### src/hw/bicubic_pkg.sv
`default_nettype none

package bicubic_pkg;

    localparam int PIX_W  = 8;
    localparam int FRAC_W = 8;   // Q0.8 fraction
    localparam int LEN_W  = 7;   // lengths up to 127

    typedef logic [PIX_W-1:0]  pix_t;
    typedef logic [FRAC_W-1:0] frac_t;

    // source taps around the current position
    // p0 = src[q-1], p1 = src[q], p2 = src[q+1], p3 = src[q+2]
    typedef struct packed {
        pix_t p0;
        pix_t p1;
        pix_t p2;
        pix_t p3;
    } win_t;

    // one job for the cubic engine
    typedef struct packed {
        win_t  win;
        frac_t frac;
    } cubic_req_t;

    // controller FSM
    typedef enum logic [2:0] {
        ST_IDLE    = 3'd0,  // waiting for start
        ST_FILL    = 3'd1,  // first taps from the stream
        ST_DIVIDE  = 3'd2,  // remainder to fraction
        ST_ISSUE   = 3'd3,  // hand the window to the engine
        ST_ADVANCE = 3'd4,  // step q/r, maybe shift window
        ST_DONE    = 3'd5   // all outputs issued
    } ctrl_state_t;

endpackage

`default_nettype wire

### src/hw/bicubic_resampler.sv
`timescale 1ns/1ps
`default_nettype none

module bicubic_resampler #(
    parameter int LEN_W = bicubic_pkg::LEN_W
) (
    input  wire logic              CLK,
    input  wire logic              RST,
    input  wire logic              start_i,
    input  wire logic [LEN_W-1:0]  src_len_i,
    input  wire logic [LEN_W-1:0]  dst_len_i,
    input  wire logic              src_valid_i,
    input  wire bicubic_pkg::pix_t src_pix_i,
    output logic                   src_ready_o,
    output logic                   out_valid_o,
    output bicubic_pkg::pix_t      out_pix_o,
    input  wire logic              out_ready_i,
    output logic                   done_o
);
    import bicubic_pkg::*;

    logic             div_start;
    logic [LEN_W-1:0] div_rem;
    logic [LEN_W-1:0] div_den;
    logic             div_done;
    frac_t            div_frac;
    cubic_req_t       req;
    logic             req_valid;
    logic             req_ready;
    logic             last_issued;
    logic [2:0]       in_flight;  // engine holds at most five

    position_ctrl #(.LEN_W(LEN_W)) u_ctrl (
        .CLK           (CLK),
        .RST           (RST),
        .start_i       (start_i),
        .src_len_i     (src_len_i),
        .dst_len_i     (dst_len_i),
        .src_valid_i   (src_valid_i),
        .src_pix_i     (src_pix_i),
        .src_ready_o   (src_ready_o),
        .div_start_o   (div_start),
        .div_rem_o     (div_rem),
        .div_den_o     (div_den),
        .div_done_i    (div_done),
        .div_frac_i    (div_frac),
        .req_o         (req),
        .req_valid_o   (req_valid),
        .req_ready_i   (req_ready),
        .last_issued_o (last_issued)
    );

    frac_divider #(.LEN_W(LEN_W)) u_div (
        .CLK     (CLK),
        .RST     (RST),
        .start_i (div_start),
        .rem_i   (div_rem),
        .den_i   (div_den),
        .done_o  (div_done),
        .frac_o  (div_frac)
    );

    cubic_engine u_engine (
        .CLK         (CLK),
        .RST         (RST),
        .req_i       (req),
        .req_valid_i (req_valid),
        .req_ready_o (req_ready),
        .out_valid_o (out_valid_o),
        .out_pix_o   (out_pix_o),
        .out_ready_i (out_ready_i)
    );

    // requests inside the engine not yet taken downstream
    always_ff @(posedge CLK) begin
        if (RST) begin
            in_flight <= '0;
        end else begin
            case ({req_valid & req_ready, out_valid_o & out_ready_i})
                2'b10:   in_flight <= in_flight + 1'b1;
                2'b01:   in_flight <= in_flight - 1'b1;
                default: in_flight <= in_flight;
            endcase
        end
    end

    assign done_o = last_issued && (in_flight == '0);  // last pixel has left

    // a stalled result holds until taken
    assert property (@(posedge CLK) disable iff (RST)
        out_valid_o && !out_ready_i |=> out_valid_o && $stable(out_pix_o))
        else $error("bicubic_resampler: output changed while stalled");

endmodule

`default_nettype wire

### src/hw/cubic_engine.sv
`timescale 1ns/1ps
`default_nettype none

module cubic_engine (
    input  wire logic                    CLK,
    input  wire logic                    RST,
    input  wire bicubic_pkg::cubic_req_t req_i,
    input  wire logic                    req_valid_i,
    output logic                         req_ready_o,
    output logic                         out_valid_o,
    output bicubic_pkg::pix_t            out_pix_o,
    input  wire logic                    out_ready_i
);
    import bicubic_pkg::*;

    localparam int ACC_W = 16;  // covers every Horner partial
    typedef logic signed [ACC_W-1:0] acc_t;

    localparam acc_t C2 = 2;
    localparam acc_t C3 = 3;
    localparam acc_t C4 = 4;
    localparam acc_t C5 = 5;
    localparam acc_t PIX_MAX = (1 << PIX_W) - 1;

    // floor(v * x / 256)
    function automatic acc_t horner_mul(input acc_t v, input frac_t x);
        logic signed [ACC_W+FRAC_W:0] prod;
        prod = v * $signed({1'b0, x});
        return acc_t'(prod >>> FRAC_W);
    endfunction

    logic       stage_en;
    logic [4:0] vld;        // one valid per stage, vld[4] at the output
    cubic_req_t s0_req;
    win_t       w;
    acc_t       e0, e1, e2, e3;
    acc_t       coef_a, coef_b, coef_c, coef_d;
    acc_t       st1_a, st1_b, st1_c, st1_d;
    acc_t       st2_h, st2_b, st2_c, st2_d;
    acc_t       st3_h, st3_c, st3_d;
    frac_t      st1_x, st2_x, st3_x;
    acc_t       s3;
    acc_t       rnd;
    pix_t       pix_next;

    assign stage_en    = !(vld[4] && !out_ready_i);  // whole pipe freezes
    assign req_ready_o = stage_en;
    assign out_valid_o = vld[4];

    // Catmull-Rom coefficients, doubled
    always_comb begin
        w      = s0_req.win;
        e0     = acc_t'(w.p0);
        e1     = acc_t'(w.p1);
        e2     = acc_t'(w.p2);
        e3     = acc_t'(w.p3);
        coef_a = C3 * (e1 - e2) + e3 - e0;
        coef_b = C2 * e0 - C5 * e1 + C4 * e2 - e3;
        coef_c = e2 - e0;
        coef_d = C2 * e1;
    end

    // last Horner step, halve and clamp
    always_comb begin
        s3  = horner_mul(st3_h + st3_c, st3_x);
        rnd = (s3 + st3_d + acc_t'(1)) >>> 1;
        if (rnd < 0) begin
            pix_next = '0;
        end else if (rnd > PIX_MAX) begin
            pix_next = '1;
        end else begin
            pix_next = pix_t'(rnd);
        end
    end

    always_ff @(posedge CLK) begin
        if (RST) begin
            vld <= '0;
        end else if (stage_en) begin
            vld <= {vld[3:0], req_valid_i};
        end
    end

    always_ff @(posedge CLK) begin
        if (stage_en) begin
            s0_req    <= req_i;                       // stage 0
            st1_a     <= coef_a;                      // stage 1
            st1_b     <= coef_b;
            st1_c     <= coef_c;
            st1_d     <= coef_d;
            st1_x     <= s0_req.frac;
            st2_h     <= horner_mul(st1_a, st1_x);    // stage 2
            st2_b     <= st1_b;
            st2_c     <= st1_c;
            st2_d     <= st1_d;
            st2_x     <= st1_x;
            st3_h     <= horner_mul(st2_h + st2_b, st2_x);
            st3_c     <= st2_c;
            st3_d     <= st2_d;
            st3_x     <= st2_x;
            out_pix_o <= pix_next;                    // stage 4
        end
    end

endmodule

`default_nettype wire

### src/hw/frac_divider.sv
`timescale 1ns/1ps
`default_nettype none

module frac_divider #(
    parameter int LEN_W = bicubic_pkg::LEN_W
) (
    input  wire logic             CLK,
    input  wire logic             RST,
    input  wire logic             start_i,
    input  wire logic [LEN_W-1:0] rem_i,
    input  wire logic [LEN_W-1:0] den_i,
    output logic                  done_o,
    output bicubic_pkg::frac_t    frac_o
);
    import bicubic_pkg::*;

    typedef logic [LEN_W-1:0] len_t;
    localparam int CNT_W = $clog2(FRAC_W + 2);

    logic [CNT_W-1:0] cnt;      // 0 idle, counts down from FRAC_W+1
    len_t             part;     // partial remainder, below den
    len_t             den_q;
    logic [LEN_W:0]   shifted;
    logic [LEN_W:0]   trial;
    logic             q_bit;

    always_comb begin
        shifted = {part, 1'b0};
        trial   = shifted - {1'b0, den_q};
        q_bit   = (shifted >= {1'b0, den_q});  // restore when it does not fit
    end

    always_ff @(posedge CLK) begin
        if (RST) begin
            cnt    <= '0;
            done_o <= 1'b0;
        end else begin
            done_o <= (cnt == CNT_W'(1));
            if (start_i) begin
                cnt <= CNT_W'(FRAC_W + 1);
            end else if (cnt != '0) begin
                cnt <= cnt - 1'b1;
            end
        end
    end

    // one quotient bit per cycle, msb first
    always_ff @(posedge CLK) begin
        if (start_i) begin
            part  <= rem_i;
            den_q <= den_i;
        end else if (cnt > CNT_W'(1)) begin
            part   <= q_bit ? trial[LEN_W-1:0] : shifted[LEN_W-1:0];
            frac_o <= {frac_o[FRAC_W-2:0], q_bit};
        end
    end

    // controller must never hand over a zero divisor
    assert property (@(posedge CLK) disable iff (RST) start_i |-> den_i != '0)
        else $error("frac_divider: started with zero divisor");

endmodule

`default_nettype wire

### src/hw/position_ctrl.sv
`timescale 1ns/1ps
`default_nettype none

module position_ctrl #(
    parameter int LEN_W = bicubic_pkg::LEN_W
) (
    input  wire logic               CLK,
    input  wire logic               RST,
    input  wire logic               start_i,
    input  wire logic [LEN_W-1:0]   src_len_i,
    input  wire logic [LEN_W-1:0]   dst_len_i,
    input  wire logic               src_valid_i,
    input  wire bicubic_pkg::pix_t  src_pix_i,
    output logic                    src_ready_o,
    output logic                    div_start_o,
    output logic [LEN_W-1:0]        div_rem_o,
    output logic [LEN_W-1:0]        div_den_o,
    input  wire logic               div_done_i,
    input  wire bicubic_pkg::frac_t div_frac_i,
    output bicubic_pkg::cubic_req_t req_o,
    output logic                    req_valid_o,
    input  wire logic               req_ready_i,
    output logic                    last_issued_o
);
    import bicubic_pkg::*;

    typedef logic [LEN_W-1:0] len_t;

    ctrl_state_t    state;
    len_t           src_len_q;
    len_t           dst_len_q;
    len_t           q;          // integer part of source position
    len_t           r;          // remainder against dst_len-1
    len_t           in_cnt;     // source pixels taken so far
    len_t           out_cnt;    // outputs handed to the engine
    logic           div_pend;
    win_t           win;
    len_t           step;
    len_t           den;
    logic [LEN_W:0] acc_sum;
    logic           carry;
    logic           need_pix;
    logic           adv_go;
    logic           pix_fire;
    logic           fill_last;

    always_comb begin
        step      = src_len_q - 1'b1;
        den       = dst_len_q - 1'b1;
        acc_sum   = {1'b0, r} + {1'b0, step};
        carry     = (acc_sum >= {1'b0, den});     // q moves on
        need_pix  = carry && (in_cnt < src_len_q); // otherwise p3 repeats
        adv_go    = !need_pix || src_valid_i;
        pix_fire  = src_valid_i && src_ready_o;
        // three taps, or two when the source is that short
        fill_last = (in_cnt == len_t'(2)) || (in_cnt + 1'b1 == src_len_q);
    end

    assign src_ready_o   = (state == ST_FILL) || (state == ST_ADVANCE && need_pix);
    assign div_start_o   = (state == ST_DIVIDE) && !div_pend;
    assign div_rem_o     = r;
    assign div_den_o     = den;
    assign req_valid_o   = (state == ST_ISSUE);
    assign req_o         = '{win: win, frac: div_frac_i}; // divider holds its result
    assign last_issued_o = (state == ST_DONE);

    always_ff @(posedge CLK) begin
        if (RST) begin
            state    <= ST_IDLE;
            q        <= '0;
            r        <= '0;
            in_cnt   <= '0;
            out_cnt  <= '0;
            div_pend <= 1'b0;
        end else begin
            case (state)
                ST_IDLE, ST_DONE: begin
                    if (start_i) begin
                        q       <= '0;
                        r       <= '0;
                        in_cnt  <= '0;
                        out_cnt <= '0;
                        state   <= ST_FILL;
                    end
                end
                ST_FILL: begin
                    if (pix_fire) begin
                        in_cnt <= in_cnt + 1'b1;
                        if (fill_last) begin
                            state <= ST_DIVIDE;
                        end
                    end
                end
                ST_DIVIDE: begin
                    div_pend <= !div_done_i;  // set after the start cycle
                    if (div_done_i) begin
                        state <= ST_ISSUE;
                    end
                end
                ST_ISSUE: begin
                    if (req_ready_i) begin
                        out_cnt <= out_cnt + 1'b1;
                        state   <= (out_cnt == den) ? ST_DONE : ST_ADVANCE;
                    end
                end
                ST_ADVANCE: begin
                    if (adv_go) begin
                        if (carry) begin
                            q <= q + 1'b1;
                            r <= len_t'(acc_sum - {1'b0, den});
                        end else begin
                            r <= len_t'(acc_sum);  // window reused
                        end
                        if (need_pix) begin
                            in_cnt <= in_cnt + 1'b1;
                        end
                        state <= ST_DIVIDE;
                    end
                end
                default: state <= ST_IDLE;
            endcase
        end
    end

    // lengths and window taps
    always_ff @(posedge CLK) begin
        if ((state == ST_IDLE || state == ST_DONE) && start_i) begin
            src_len_q <= src_len_i;
            dst_len_q <= dst_len_i;
        end
        if (state == ST_FILL && pix_fire) begin
            if (in_cnt == '0) begin
                // left edge clamps to src[0]
                win <= '{p0: src_pix_i, p1: src_pix_i, p2: src_pix_i, p3: src_pix_i};
            end else if (in_cnt == len_t'(1)) begin
                win.p2 <= src_pix_i;
                win.p3 <= src_pix_i;
            end else begin
                win.p3 <= src_pix_i;
            end
        end else if (state == ST_ADVANCE && carry && adv_go) begin
            win <= '{p0: win.p1, p1: win.p2, p2: win.p3,
                     p3: (need_pix ? src_pix_i : win.p3)};
        end
    end

    // accumulator must stay inside the source for the whole run
    assert property (@(posedge CLK) disable iff (RST)
        state != ST_IDLE |-> q < src_len_q)
        else $error("position_ctrl: q past last source pixel");

endmodule

`default_nettype wire

### config.mk
export PLATFORM = sky130hd
export DESIGN_NAME = bicubic_resampler
export DESIGN_NICKNAME = d
export VERILOG_FILES = /design/src/hw/bicubic_pkg.sv /design/src/hw/bicubic_resampler.sv /design/src/hw/cubic_engine.sv /design/src/hw/frac_divider.sv /design/src/hw/position_ctrl.sv
export SDC_FILE = /design/constraint.sdc
export NUM_CORES = 2
export LEC_CHECK = 0
export CORE_ASPECT_RATIO = 1.4
export CORE_MARGIN = 2
export CORE_UTILIZATION = 45
export DETAILED_ROUTE_END_ITERATION = 16
export DONT_BUFFER_PORTS = 1
export SKIP_LAST_GASP = 1
export SLEW_MARGIN = 40
export SYNTH_ARGS = -nofsm -noshare
export SYNTH_HDL_FRONTEND = slang
export SYNTH_SLANG_ARGS = --single-unit
### constraint.sdc
create_clock -name CLK -period 9.02 [get_ports CLK]
set_clock_uncertainty 0.15 [all_clocks]
set_input_delay 0.451 -clock CLK [delete_from_list [all_inputs] [get_ports CLK]]
set_output_delay 0.451 -clock CLK [all_outputs]
set_load 0.1 [all_outputs]
==> flow_metrics.tcl <==
set metrics [dict create \
    synthCells 2918 \
    worst_slew_pin_slew_ns 1.31 \
    synthDistinctLibCells 78 \
    slew_violations 0 \
    post-route-drc-count 0 \
    ys_ff_latch 309 \
    crit_arrival_ns 8.73 \
    min_path_type "primary input to flip-flop" \
    max-slew-margin-rel 0.106 \
    vias_per_cell 5.21 \
    timing.setup.tns_ns 0 \
    netlist_area_sq_mm 0.0297 \
    end_kind "flip-flop" \
    setup_viol 0 \
    hold_viol 0 \
    clkTransAtPathRegs_ns 0.06 \
    globalplace.congestion 0.841 \
    finalCritPeriodShare 0.949 \
    dr.first_iter.drc_count 796 \
    drt.antenna.violating_nets 0 \
    layoutNonFillerInstCount 3801 \
    dp_cells 3709 \
    worstRegToRegCells 36 \
    clockRootBuffer "clkbuf_16" \
    grt_usage 0.188 \
    wl_microns 62800 \
    postSynthAreaPerCell_sq_um 10.2 \
    syn_to_final_growth_pct 9.09 \
    cpMaxStageDelayCell "fa_1" \
    htreeDepth 2 \
    drv_cap 0 \
    grt_pass1_vias 21130 \
    critPathKind "flip-flop to flip-flop" \
    cp.depth 36 \
    synth_ff_type "edfxtp_1" \
    clock_latency_ns 0.57 \
    path_common_cell "fa_1" \
    cp.required_ns 9.19 \
    core_sq_mm 0.0654 \
    start_util 0.455 \
    cts_tree "done" \
    run_status "completed" \
    async_flop_share 0 \
    nNetsFinal 3567 \
    synth_top_area_share 0.274 \
    die_x_microns 221 \
    path_delay_family "adder cells" \
    netlist_top_cells_count "inv_1, fa_1, ha_1" \
    synth_most_common_cell "inv_1" \
    fin_crit_ns 8.56 \
    cts_buffers 34 \
    whs_path_depth 3 \
    synth_edf_count 271 \
    hpwl_microns 50600 \
    dr.pass1.iters 5 \
    cts_buffer_depth 3 \
    synth_nets 3556 \
    die_h_microns 308 \
    wl_per_cell_microns 16.5 \
    grt-ovfl-total 0 \
    io_pins 38 \
    finish.utilization 0.496 \
    drive_above_1_share 0.0501 \
    synth_warnings 0 \
    critical_path_buf_inv_count 4 \
    rows 111 \
    clock-sinks 309 \
    vias 19803 \
    portBuffers 0 \
    grt_pass1_wl_microns 103000 \
    worstPathMaxFanout 8 \
    yosys-top-cells-area "edfxtp_1, fa_1, ha_1" \
    antenna_found_initial 0 \
    die_area_sq_mm 0.0682 \
    diodes 0 \
    seq_area_frac_synth 0.299 \
    cpPeakStageDelay_ns 0.58 \
    max_freq_mhz 117 \
    grt_max_degree 92 \
    startpoint_type "flip-flop" \
    synth_top_cell_by_area "edfxtp_1" \
]
[sequential cells by signal, summed over array words and instances (netlist names), 9 cells and up]
register and cells:
u_engine.st2_h 16, u_engine.st1_a 16, u_engine.st3_c 9, u_ctrl.req_o 32, u_engine.st2_b 16, u_engine.st3_h 16, u_engine.st1_b 16, u_engine.st2_c 9
u_engine.st1_c 9
[final cells by class]
class	instances	area [sq um]
clock buffers	37	862
clock inverters	24	373
fillers	5873	33000
inverters	572	2150
multi-input cells	1959	18500
flip-flops and latches	309	8900
well taps	847	1060
repair buffers	53	557
[worst paths after layout]
kind / startpoint / to / slack, ns
min reg2reg: u_engine.st1_d[4]$_DFFE_PN_ / u_engine.st2_d[4]$_DFFE_PN_ / 0.26
max reg2reg: u_engine.st3_c[1]$_DFFE_PN_ / u_engine.out_pix_o[4]$_SDFFCE_PN0N_ / 0.46
min: RST / u_ctrl.div_rem_o[5]$_SDFFE_PP0P_ / 0.04
max: u_engine.st3_c[1]$_DFFE_PN_ / u_engine.out_pix_o[4]$_SDFFCE_PN0N_ / 0.46
[through the flow]
stage / instance area (sq um) / hold WS, ns / setup slack (ns)
global placement: 30700 / 0.252 / 0.352
finish: 32400 / 0.0399 / 0.460
global route: 32400 / 0.0507 / -0.0358
floorplan: 29700 / 0.250 / 0.821
detailed placement: 30800 / 0.255 / 0.178
CTS: 32300 / 0.00619 / 0.136
[worst min-delay path, delay by kind of cell]
kind             cells  cell delay, ns
AO/OA/AOI/OAI        1            0.05
AND/OR/NAND/NOR      2            0.21
[kinds of logic after synthesis]
logic type      share of synthesized area
simple gates                        0.142
buf+inv                            0.0827
fa+ha+maj                           0.343
compound gates                     0.0840
flops                               0.299
xor+xnor                           0.0471
mux                               0.00269
[cell usage in the layout, fill, tap and decap left out, drive strengths merged, types with 48 or more instances in the layout]
| master | n |
|---|---|
| a21oi | 88 |
| and2 | 207 |
| edfxtp | 271 |
| fa | 339 |
| ha | 272 |
| inv | 577 |
| nand2 | 271 |
| nor2 | 105 |
| nor3 | 48 |
| o21ai | 63 |
| xnor2 | 104 |
| xor2 | 55 |
[routing by layer]
layer	up-vias	track usage	wire [microns]
met1	9876	0.193	23100
met4	0	0.0863	2950
met3	135	0.0253	1720
met2	271	0.372	35000
met5	-	0	0
li1	9521	-	-
[repair_timing]
action	CTS	global route
hold buffers	25	0
resized for setup	0	19
endpoints found under the setup margin	0	8
hold endpoints to repair	84	0
buffers inserted	0	6
Power is left out: the tool's default activity adds up to more than one toggle a clock period on the data nets, which glitch-free logic cannot reach.
